--- src/hdl/rob_defines.svh ---
`ifndef ROB_DEFINES_SVH
`define ROB_DEFINES_SVH

// reorder buffer sizing

// number of in-flight entries
`define ROB_DEPTH 8

// bits needed to index an entry
`define ROB_TAG_W 3

// architectural register index for x0 to x31
`define REG_IDX_W 5

// ROB_DEPTH must stay a power of two
// so pointers wrap on their own
`endif
--- src/hdl/isa_pkg.sv ---
`default_nettype none

package isa_pkg;

    // instruction class as seen by the rob
    // stores and loads grouped so the classes stay contiguous
    typedef enum logic [3:0] {
        OP_ALU,
        OP_BRANCH,
        OP_SW,
        OP_SH,
        OP_SB,
        OP_LW,
        OP_LH,
        OP_LB,
        OP_LBU,
        OP_LHU
    } op_t;

    // any load width, signed or unsigned
    function automatic logic is_load(input op_t op);
        return op inside {OP_LW, OP_LH, OP_LB, OP_LBU, OP_LHU};
    endfunction

    // word, half or byte store
    function automatic logic is_store(input op_t op);
        return op inside {OP_SW, OP_SH, OP_SB};
    endfunction

endpackage

`default_nettype wire

--- src/hdl/rob_pkg.sv ---
`default_nettype none

`include "rob_defines.svh"

package rob_pkg;

    // index of an entry in the buffer
    typedef logic [`ROB_TAG_W-1:0] rob_tag_t;

    // architectural register number
    typedef logic [`REG_IDX_W-1:0] reg_idx_t;

    // one buffer slot
    // rd holds the store data source for stores
    typedef struct packed {
        // instruction class
        isa_pkg::op_t op;
        // destination, or store source register
        reg_idx_t     rd;
        // front end guess for branches
        logic         pred_taken;
        // resolved outcome for branches
        logic         taken;
        // result has been produced
        logic         done;
        // slot holds an allocated instruction
        logic         live;
    } rob_entry_t;

endpackage

`default_nettype wire

--- src/hdl/rob_top.sv ---
`timescale 1ns/1ps
`default_nettype none

module rob_top (
    input  logic              clk,
    input  logic              rst,
    // allocation
    input  logic              alloc_valid,
    input  isa_pkg::op_t      alloc_op,
    input  rob_pkg::reg_idx_t alloc_rd,
    input  rob_pkg::reg_idx_t alloc_st_src,
    input  logic              alloc_pred_taken,
    output logic              alloc_ready,
    output rob_pkg::rob_tag_t alloc_tag,
    // completion and branch outcome
    input  logic              complete_valid,
    input  rob_pkg::rob_tag_t complete_tag,
    input  logic              br_update_valid,
    input  rob_pkg::rob_tag_t br_update_tag,
    input  logic              br_taken,
    // data cache
    input  logic              data_mem_resp,
    input  logic [1:0]        mem_offset,
    output logic              data_read,
    output logic              data_write,
    output logic [3:0]        wmask,
    // register file and front end
    output logic              regfile_load,
    output logic              ld_commit_sel,
    output rob_pkg::reg_idx_t rd_commit,
    output logic              pc_redirect,
    output logic              squash_busy
);

    import rob_pkg::*;

    // dispatch to table and queue
    logic       wr_en;
    rob_entry_t wr_entry;
    logic       br_enq;
    // table state
    rob_entry_t head_entry;
    rob_tag_t   head_tag;
    rob_tag_t   tail_tag;
    logic       full;
    // branch queue head
    rob_tag_t   oldest_br_tag;
    logic       oldest_br_valid;
    // commit decisions
    logic       retire;
    logic       br_deq;
    logic       mispredict;
    logic       queue_clear;

    rob_dispatch u_dispatch (
        .alloc_valid      (alloc_valid),
        .alloc_op         (alloc_op),
        .alloc_rd         (alloc_rd),
        .alloc_st_src     (alloc_st_src),
        .alloc_pred_taken (alloc_pred_taken),
        .alloc_ready      (alloc_ready),
        .alloc_tag        (alloc_tag),
        .tail_tag         (tail_tag),
        .full             (full),
        .squash_busy      (squash_busy),
        .wr_en            (wr_en),
        .wr_entry         (wr_entry),
        .br_enq           (br_enq)
    );

    // branch tag is the tail slot it was given
    rob_branch_queue u_branch_queue (
        .clk             (clk),
        .rst             (rst),
        .enq             (br_enq),
        .enq_tag         (alloc_tag),
        .deq             (br_deq),
        .clear           (queue_clear),
        .oldest_br_tag   (oldest_br_tag),
        .oldest_br_valid (oldest_br_valid)
    );

    rob_entry_table u_entry_table (
        .clk             (clk),
        .rst             (rst),
        .wr_en           (wr_en),
        .wr_entry        (wr_entry),
        .complete_valid  (complete_valid),
        .complete_tag    (complete_tag),
        .br_update_valid (br_update_valid),
        .br_update_tag   (br_update_tag),
        .br_taken        (br_taken),
        .retire          (retire),
        .mispredict      (mispredict),
        .head_entry      (head_entry),
        .head_tag        (head_tag),
        .tail_tag        (tail_tag),
        .full            (full),
        .squash_busy     (squash_busy)
    );

    rob_commit u_commit (
        .head_entry      (head_entry),
        .head_tag        (head_tag),
        .oldest_br_tag   (oldest_br_tag),
        .oldest_br_valid (oldest_br_valid),
        .squash_busy     (squash_busy),
        .data_mem_resp   (data_mem_resp),
        .mem_offset      (mem_offset),
        .retire          (retire),
        .br_deq          (br_deq),
        .mispredict      (mispredict),
        .pc_redirect     (pc_redirect),
        .data_read       (data_read),
        .data_write      (data_write),
        .wmask           (wmask),
        .regfile_load    (regfile_load),
        .ld_commit_sel   (ld_commit_sel),
        .rd_commit       (rd_commit),
        .queue_clear     (queue_clear)
    );

endmodule

`default_nettype wire

--- src/hdl/rob_commit.sv ---
`timescale 1ns/1ps
`default_nettype none

module rob_commit (
    // head of the buffer
    input  rob_pkg::rob_entry_t head_entry,
    input  rob_pkg::rob_tag_t   head_tag,
    // oldest unresolved branch
    input  rob_pkg::rob_tag_t   oldest_br_tag,
    input  logic                oldest_br_valid,
    input  logic                squash_busy,
    // data cache
    input  logic                data_mem_resp,
    input  logic [1:0]          mem_offset,
    // to table and branch queue
    output logic                retire,
    output logic                br_deq,
    output logic                mispredict,
    output logic                pc_redirect,
    // data cache request
    output logic                data_read,
    output logic                data_write,
    output logic [3:0]          wmask,
    // register file write
    output logic                regfile_load,
    output logic                ld_commit_sel,
    output rob_pkg::reg_idx_t   rd_commit,
    output logic                queue_clear
);

    import isa_pkg::*;

    logic head_ok;
    logic outcome_wrong;
    logic is_oldest_br;

    // head is computed and no squash walk is running
    assign head_ok = head_entry.live && head_entry.done && !squash_busy;

    assign outcome_wrong = (head_entry.taken != head_entry.pred_taken);
    assign is_oldest_br  = oldest_br_valid && (oldest_br_tag == head_tag);

    // register number goes out whatever the class
    assign rd_commit = head_entry.rd;

    always_comb begin
        retire        = 1'b0;
        br_deq        = 1'b0;
        mispredict    = 1'b0;
        data_read     = 1'b0;
        data_write    = 1'b0;
        regfile_load  = 1'b0;
        ld_commit_sel = 1'b0;
        if (head_ok) begin
            if (is_load(head_entry.op)) begin
                // read held until the cache answers
                data_read = 1'b1;
                if (data_mem_resp) begin
                    retire        = 1'b1;
                    regfile_load  = 1'b1;
                    // register file takes cache data
                    ld_commit_sel = 1'b1;
                end
            end else if (is_store(head_entry.op)) begin
                // write held until the cache answers
                data_write = 1'b1;
                retire     = data_mem_resp;
            end else if (head_entry.op == OP_BRANCH) begin
                retire     = 1'b1;
                br_deq     = 1'b1;
                mispredict = is_oldest_br && outcome_wrong;
            end else begin
                // alu result straight into the register file
                retire       = 1'b1;
                regfile_load = 1'b1;
            end
        end
    end

    // redirect lasts one cycle and empties the branch queue
    assign pc_redirect = mispredict;
    assign queue_clear = mispredict;

    // byte enables for the store at the head
    always_comb begin
        case (head_entry.op)
            OP_SW:   wmask = 4'b1111;
            OP_SH:   wmask = 4'b0011 << mem_offset;
            OP_SB:   wmask = 4'b0001 << mem_offset;
            default: wmask = 4'b0000;
        endcase
    end

endmodule

`default_nettype wire

--- src/hdl/rob_entry_table.sv ---
`timescale 1ns/1ps
`default_nettype none

`include "rob_defines.svh"

module rob_entry_table (
    input  logic                clk,
    input  logic                rst,
    // allocation at the tail
    input  logic                wr_en,
    input  rob_pkg::rob_entry_t wr_entry,
    // result produced for a tag
    input  logic                complete_valid,
    input  rob_pkg::rob_tag_t   complete_tag,
    // branch outcome for a tag
    input  logic                br_update_valid,
    input  rob_pkg::rob_tag_t   br_update_tag,
    input  logic                br_taken,
    // from commit
    input  logic                retire,
    input  logic                mispredict,
    // state seen by commit and dispatch
    output rob_pkg::rob_entry_t head_entry,
    output rob_pkg::rob_tag_t   head_tag,
    output rob_pkg::rob_tag_t   tail_tag,
    output logic                full,
    output logic                squash_busy
);

    import rob_pkg::*;

    localparam int cnt_w = `ROB_TAG_W + 1;

    rob_entry_t       entries [`ROB_DEPTH];
    rob_tag_t         head;
    rob_tag_t         tail;
    logic [cnt_w-1:0] count;
    // next younger slot to clear during a squash
    rob_tag_t         walk_ptr;
    logic             squash_q;

    assign head_entry  = entries[head];
    assign head_tag    = head;
    assign tail_tag    = tail;
    assign squash_busy = squash_q;

    // full means every slot is live
    assign full = (count == cnt_w'(`ROB_DEPTH));

    // entry contents and live/done flags
    always_ff @(posedge clk) begin
        if (rst) begin
            // every slot starts empty
            for (int i = 0; i < `ROB_DEPTH; i++) begin
                entries[i].live <= 1'b0;
                entries[i].done <= 1'b0;
            end
        end else begin
            // late results for squashed slots are dropped
            if (complete_valid && entries[complete_tag].live) begin
                entries[complete_tag].done <= 1'b1;
            end
            if (br_update_valid && entries[br_update_tag].live) begin
                entries[br_update_tag].taken <= br_taken;
            end
            // fresh entry overrides any stale update to that slot
            if (wr_en) begin
                entries[tail] <= wr_entry;
            end
            if (retire) begin
                entries[head].live <= 1'b0;
            end
            // walk clears one younger slot per cycle
            if (squash_q && walk_ptr != tail) begin
                entries[walk_ptr].live <= 1'b0;
            end
        end
    end

    // pointers, count and the squash walk
    always_ff @(posedge clk) begin
        if (rst) begin
            head     <= '0;
            tail     <= '0;
            count    <= '0;
            walk_ptr <= '0;
            squash_q <= 1'b0;
        end else begin
            if (wr_en) begin
                tail <= tail + 1'b1;
            end
            if (retire) begin
                head <= head + 1'b1;
            end
            case ({wr_en, retire})
                2'b10:   count <= count + 1'b1;
                2'b01:   count <= count - 1'b1;
                default: count <= count;
            endcase
            // mispredicted branch retires now and the walk starts one past it
            if (mispredict) begin
                squash_q <= 1'b1;
                walk_ptr <= head + 1'b1;
            end else if (squash_q) begin
                if (walk_ptr == tail) begin
                    // nothing younger left so the buffer is empty
                    tail     <= head;
                    count    <= '0;
                    squash_q <= 1'b0;
                end else begin
                    walk_ptr <= walk_ptr + 1'b1;
                end
            end
        end
    end

endmodule

`default_nettype wire

--- src/hdl/rob_branch_queue.sv ---
`timescale 1ns/1ps
`default_nettype none

`include "rob_defines.svh"

module rob_branch_queue (
    input  logic              clk,
    input  logic              rst,
    // push tag of a newly allocated branch
    input  logic              enq,
    input  rob_pkg::rob_tag_t enq_tag,
    // pop when the oldest branch retires
    input  logic              deq,
    // drop everything on a mispredict
    input  logic              clear,
    output rob_pkg::rob_tag_t oldest_br_tag,
    output logic              oldest_br_valid
);

    import rob_pkg::*;

    localparam int cnt_w = `ROB_TAG_W + 1;

    // branch tags in program order
    rob_tag_t        tags [`ROB_DEPTH];
    rob_tag_t        rd_ptr;
    rob_tag_t        wr_ptr;
    logic [cnt_w-1:0] count;

    // head of queue is the oldest unresolved branch
    assign oldest_br_tag   = tags[rd_ptr];
    assign oldest_br_valid = (count != '0);

    always_ff @(posedge clk) begin
        if (enq) begin
            tags[wr_ptr] <= enq_tag;
        end
    end

    always_ff @(posedge clk) begin
        if (rst || clear) begin
            rd_ptr <= '0;
            wr_ptr <= '0;
            count  <= '0;
        end else begin
            if (enq) begin
                wr_ptr <= wr_ptr + 1'b1;
            end
            // only pop a real element
            if (deq && oldest_br_valid) begin
                rd_ptr <= rd_ptr + 1'b1;
            end
            // occupancy follows push and pop
            case ({enq, deq && oldest_br_valid})
                2'b10:   count <= count + 1'b1;
                2'b01:   count <= count - 1'b1;
                default: count <= count;
            endcase
        end
    end

endmodule

`default_nettype wire

--- src/hdl/rob_dispatch.sv ---
`timescale 1ns/1ps
`default_nettype none

module rob_dispatch (
    // allocation handshake
    input  logic               alloc_valid,
    input  isa_pkg::op_t       alloc_op,
    input  rob_pkg::reg_idx_t  alloc_rd,
    input  rob_pkg::reg_idx_t  alloc_st_src,
    input  logic               alloc_pred_taken,
    output logic               alloc_ready,
    output rob_pkg::rob_tag_t  alloc_tag,
    // table state
    input  rob_pkg::rob_tag_t  tail_tag,
    input  logic               full,
    input  logic               squash_busy,
    // to table and branch queue
    output logic               wr_en,
    output rob_pkg::rob_entry_t wr_entry,
    output logic               br_enq
);

    import isa_pkg::*;

    logic is_branch;

    // no room, or a squash walk still moving the tail
    assign alloc_ready = !full && !squash_busy;

    // new entry always lands at the tail
    assign alloc_tag = tail_tag;

    // transfer on valid and ready in the same cycle
    assign wr_en = alloc_valid && alloc_ready;

    assign is_branch = (alloc_op == OP_BRANCH);

    // branches also go into the in-order branch queue
    assign br_enq = wr_en && is_branch;

    always_comb begin
        wr_entry.op = alloc_op;
        // stores carry their data source instead of a destination
        if (is_store(alloc_op)) begin
            wr_entry.rd = alloc_st_src;
        end else begin
            wr_entry.rd = alloc_rd;
        end
        // prediction only means something for branches
        wr_entry.pred_taken = is_branch && alloc_pred_taken;
        // outcome unknown until the branch unit reports
        wr_entry.taken = 1'b0;
        // nothing computed yet
        wr_entry.done = 1'b0;
        wr_entry.live = 1'b1;
    end

endmodule

`default_nettype wire

--- config.mk ---
export PLATFORM = sky130hd
export DESIGN_NAME = rob_top
export DESIGN_NICKNAME = d
export VERILOG_FILES = /design/src/hdl/isa_pkg.sv /design/src/hdl/rob_pkg.sv /design/src/hdl/rob_top.sv /design/src/hdl/rob_commit.sv /design/src/hdl/rob_entry_table.sv /design/src/hdl/rob_branch_queue.sv /design/src/hdl/rob_dispatch.sv
export VERILOG_INCLUDE_DIRS = /design/src /design/src/hdl
export SDC_FILE = /design/constraint.sdc
export NUM_CORES = 1
export LEC_CHECK = 0
export BUFFER_PORTS_ARGS = -buffer_cell sky130_fd_sc_hd__buf_4
export CORE_ASPECT_RATIO = 0.75
export CORE_MARGIN = 3
export CORE_UTILIZATION = 25
export DETAILED_ROUTE_END_ITERATION = 8
export GPL_ROUTABILITY_DRIVEN = 1
export PLACE_DENSITY = 0.44
export SYNTH_ARGS = -nofsm -noshare
export SYNTH_HDL_FRONTEND = slang
export SYNTH_HIERARCHICAL = 1
export SYNTH_SLANG_ARGS = --single-unit
--- constraint.sdc ---
create_clock -name clk -period 9.7 [get_ports clk]
set_clock_uncertainty 0.1 [all_clocks]
set_input_delay 1.455 -clock clk [delete_from_list [all_inputs] [get_ports clk]]
set_output_delay 1.455 -clock clk [all_outputs]
set_load 0.02 [all_outputs]
# Word-level counts from Yosys, hierarchy flattened
# Memory sizes are Yosys's and may differ from the RTL's. A register that Yosys moved wholly into a read port is not among the register bits.
# Cells that the tools add are included.
# totals
output_inout_bits	19
mem_count	2
inputBits	30
ramBits	128
elab_cells	149
regBits	24
# classes
mux	78
n_addsub	9
reduce_logical	27
n_eq_ne	23
shifts	2
# memory_table
name	depth	word_bits	read_ports	rd_clocked_by_memory_dff	write_ports	line	rtl
u_entry_table.entries	8	13	3	1	8	rob_entry_table.sv:34	rob_entry_t entries [`ROB_DEPTH];
u_branch_queue.tags	8	3	1	1	1	rob_branch_queue.sv:25	rob_tag_t tags [`ROB_DEPTH];
# ops
op	count
two-way mux 13 bit	5
OR reduction 13 bit	5
two-way mux 3 bit	20
two-way mux 1 bit	45
== test 4 x 3 -> 1 bit, second input constant	5
== test 4 x 2 -> 1 bit, second input constant	4
case mux 4 bit (2 select lines)	2
adder 3 x 1 -> 3 bit, second input constant	5
== test 4 bit, second input constant	3
logical AND 1 bit	12
two-way mux 4 bit	3
case mux 4 bit (3 select lines)	1
adder 4 x 1 -> 4 bit, second input constant	2
== test 4 x 1 -> 1 bit, second input constant	2
subtractor 4 x 1 -> 4 bit, second input constant	2
== test 3 bit	2
nonzero test 3 bit	2
two-way mux 5 bit	1
nonzero test 5 bit	1
== test 2 x 1 -> 1 bit, second input constant	2
== test 2 bit, second input constant	2
nonzero test 2 bit	2
nonzero test 4 bit	1
left shift 1 x 2 -> 4 bit, first input constant	1
other kinds (8)	9

# Logic depth before layout (Yosys ltp)
# logic_depth
word_depth	10
depth_mapped	17
depth_no_buf	14

# Modules after synthesis
# The synthesis kept the hierarchy.
# modules_own_cells
mod	n_inst	area_each_um2	cells_each	seq_area_each_um2
rob_entry_table	1	5616.6	387	3303.2
rob_branch_queue	1	1564.0	109	980.9
rob_commit	1	346.6	54	0.0
rob_dispatch	1	335.3	46	0.0

# Least setup slack after synthesis
# Ideal clock, no wire load.
# synth_timing
path_type	reg-to-output
startpoint	register with a tool-made name
endpoint	output port pc_redirect
path_buffers	4
setup_slack_ns	5.542
path_stages_with_launch	10
t_required_ns	8.145
arrival_time_ns	2.603
path_cell_list	dfxtp_1 > buf_2 > buf_2 > mux4_2 > mux2_2 > buf_2 > nor2_2 > nand3b_1 > nor4_1 > buf_4
# synth_lines
element	line	rtl
to (decl)	rob_top.sv:31	output logic pc_redirect,

==> impl_metrics.toml <==
[run_status]
status = "complete, no violations"

[timing]
setup_viol = 0
final.period_utilization = 0.504
worstMarginPinSlew_ps = 1130
hold_violations = 0
maxSlewViolCount = 0
rsz0062_at_grt = "false"
tns_ps = 0
worst_slack_ps = 4810
fmax_ghz = 0.204
post-route-min-period_ps = 4890
maxSlewHeadroom = 0.245

[logic_synthesis]
yosysWarningCount = 6
ys_types = 66
ys_seq_elements = 158
ys_seq_area_frac = 0.545
synth_edf_count = 112
ys_async_sr_fraction = 0
netlist_area_sq_um = 7860
synth_area_per_cell_sq_um = 13.2
synth_ff_type = "edfxtp_1"
postSynthCellCount = 596

[placed_design]
gp_congestion = 0.784
dp_hpwl_um = 12700
portBuffers = 48
place_ws_ps = 5170
placed_cell_area_sq_um = 8460

[clocking]
clk_latency_ps = 430
cts_tree = "built"
ctsHoldBuffers = 0
cts-root-buf = "clkbuf_16"
cts_buffers = 17
cts_setup_buffers = 0
clockBufferDepth = 2
clkTransAtPathRegs_ps = 70
htree_levels = 4
cts_resized = 0
cts_num_sinks = 158

[final_layout]
layout_commonest_cell = "edfxtp_1"
n_fill_cell = 3096
fin_nets = 658
drive_gt1_frac = 0.273
num_antenna_cells = 0
final_cell_area_sq_um = 9030
multiInputGateArea_sq_um = 3250
seqCellArea_sq_um = 4290
syn_to_final_growth_pct = 14.9
fin_util = 0.296
mostFrequentLayoutCells = "edfxtp_1, buf_4, dfxtp_1"

[routing]
routed_wl_um = 18500
postRouteAntennaNets = 0
drc = 0
via_count = 4852
via_per_inst = 4.72
drt-initial-drc-count = 308
firstDrtPassIters = 7
route.detailed.wl_per_inst_um = 18.0

[floorplan]
die_height_um = 160
fp-row-count = 55
num_io_pins = 49
start_util = 0.257
core_area_sq_um = 30600
die_w_um = 211
dieArea_sq_um = 33600

[critical_path]
critical_path_arrival_ps = 3340
reg2reg_depth = 12
critPathMaxFanout = 26
crit_required_ps = 8150
critPathKind = "flip-flop to primary output"
startpoint_type = "flip-flop"
cp-end-kind = "primary output"

[grt]
grt_first_pass_wirelength_um = 29000
grt_usage = 0.113
antenna_found_initial = 0
grt_pass1_vias = 5094
overflow = 0
grt_max_degree = 38

[pwr]
cellPowerDensity_nw_per_um2 = 165
leakagePower_nw = 3.11
ir_drop_uv = 118

[hold_path]
holdPathStages = 2
hold_path.class = "flip-flop to flip-flop"

[run]
maxCapViolCount = 0
## final cells by class
class / count / area share
Sequential cell: 158 / 0.474
Tap cell: 399 / 0.0553
Multi-Input combinational cell: 376 / 0.359
Clock inverter: 15 / 0.0166
Timing Repair Buffer: 50 / 0.0415
Inverter: 14 / 0.00582
Clock buffer: 17 / 0.0471
## Yosys cell counts (4+ instances only)
| cell | instances | share of area |
|---|---|---|
| clkbuf_1 | 12 | 0.0057 |
| mux2i_1 | 21 | 0.027 |
| ha_1 | 11 | 0.018 |
| a211oi_1 | 6 | 0.0057 |
| buf_2 | 13 | 0.0083 |
| a211oi_2 | 4 | 0.0064 |
| o21a_1 | 6 | 0.0057 |
| mux4_2 | 34 | 0.097 |
| nand2_1 | 28 | 0.013 |
| nor2_1 | 37 | 0.018 |
| edfxtp_1 | 112 | 0.43 |
| inv_1 | 14 | 0.0067 |
| nand2b_1 | 7 | 0.0056 |
| a221oi_1 | 6 | 0.0067 |
| o21ai_0 | 15 | 0.0095 |
| and3_1 | 5 | 0.0040 |
| nand4_1 | 7 | 0.0056 |
| nor4_1 | 4 | 0.0032 |
| nor3b_1 | 4 | 0.0038 |
| nor3_1 | 9 | 0.0057 |
| dfxtp_1 | 46 | 0.12 |
| a21oi_1 | 28 | 0.018 |
| xnor2_1 | 10 | 0.011 |
| mux2_2 | 28 | 0.040 |
| and2_1 | 4 | 0.0032 |
| buf_4 | 21 | 0.020 |
| a21o_2 | 5 | 0.0056 |
| nor2b_1 | 21 | 0.017 |
| xor2_1 | 14 | 0.016 |
| nand3_1 | 10 | 0.0064 |
## power by group
| part | internal [W] | leakage, nW | switching [W] |
|---|---|---|---|
| clock network | 0.000341 | 0.279 | 0.000298 |
| registers | 0.000735 | 1.39 | 0.0000125 |
| logic | 0.0000440 | 1.44 | 0.0000579 |
| total | 0.00112 | 3.11 | 0.000369 |
## path summary, 6_finish.rpt
| path | from | endpoint | slack, ps |
|---|---|---|---|
| worst max-delay path | flip-flop | pc_redirect | 4810 |
| worst min-delay path | u_branch_queue/count[3] | u_branch_queue/count[3] | 390 |
| worst max register to register | flip-flop | u_entry_table/count[2] | 5250 |
| worst min register to register | u_branch_queue/count[3] | u_branch_queue/count[3] | 390 |
## worst max-delay path, stage by stage (launching register included)
cell	delay [ps]
dfxtp_2	970
mux4_2	590
mux2_2	370
nor2_2	160
nand3b_1	150
nor4_2	260
buf_4	230
buf_4	170
## flip-flops by register name, summed over array words and instances (netlist names), named ones only
name and cells:
u_branch_queue/count 4, u_branch_queue/rd_ptr 3, u_branch_queue/tags 24, u_branch_queue/wr_ptr 3, u_entry_table/count 4, u_entry_table/entries 104, u_entry_table/head_tag 3, u_entry_table/squash_busy 1
u_entry_table/tail_tag 3, u_entry_table/walk_ptr 3
## logic make-up after synthesis
group | share of synthesized area
xor gates and xnor gates | 0.0329
DFF | 0.545
and+or+nand+nor | 0.113
AOI/OAI and AO/OA | 0.0826
muxes | 0.164
other | 0.000955
buffers and inverters | 0.0441
adders and majority gates | 0.0175
## per-layer routing
layer	track usage	part of all wire
met1	0.158	0.49
met2	0.173	0.45
met3	0.0252	0.041
met4	0.0371	0.014
met5	0	0
## through the flow
stage / power, W / instances / hold WS (ps)
after floorplan: 0.000831 / 597 / 343
final: 0.00149 / 1029 / 387
after CTS: 0.00151 / 1029 / 390
after global placement: 0.000862 / 997 / 363
after detailed placement: 0.000865 / 997 / 381
after global routing: 0.00155 / 1029 / 409
No activity file was read; power rests on OpenSTA's default activity.
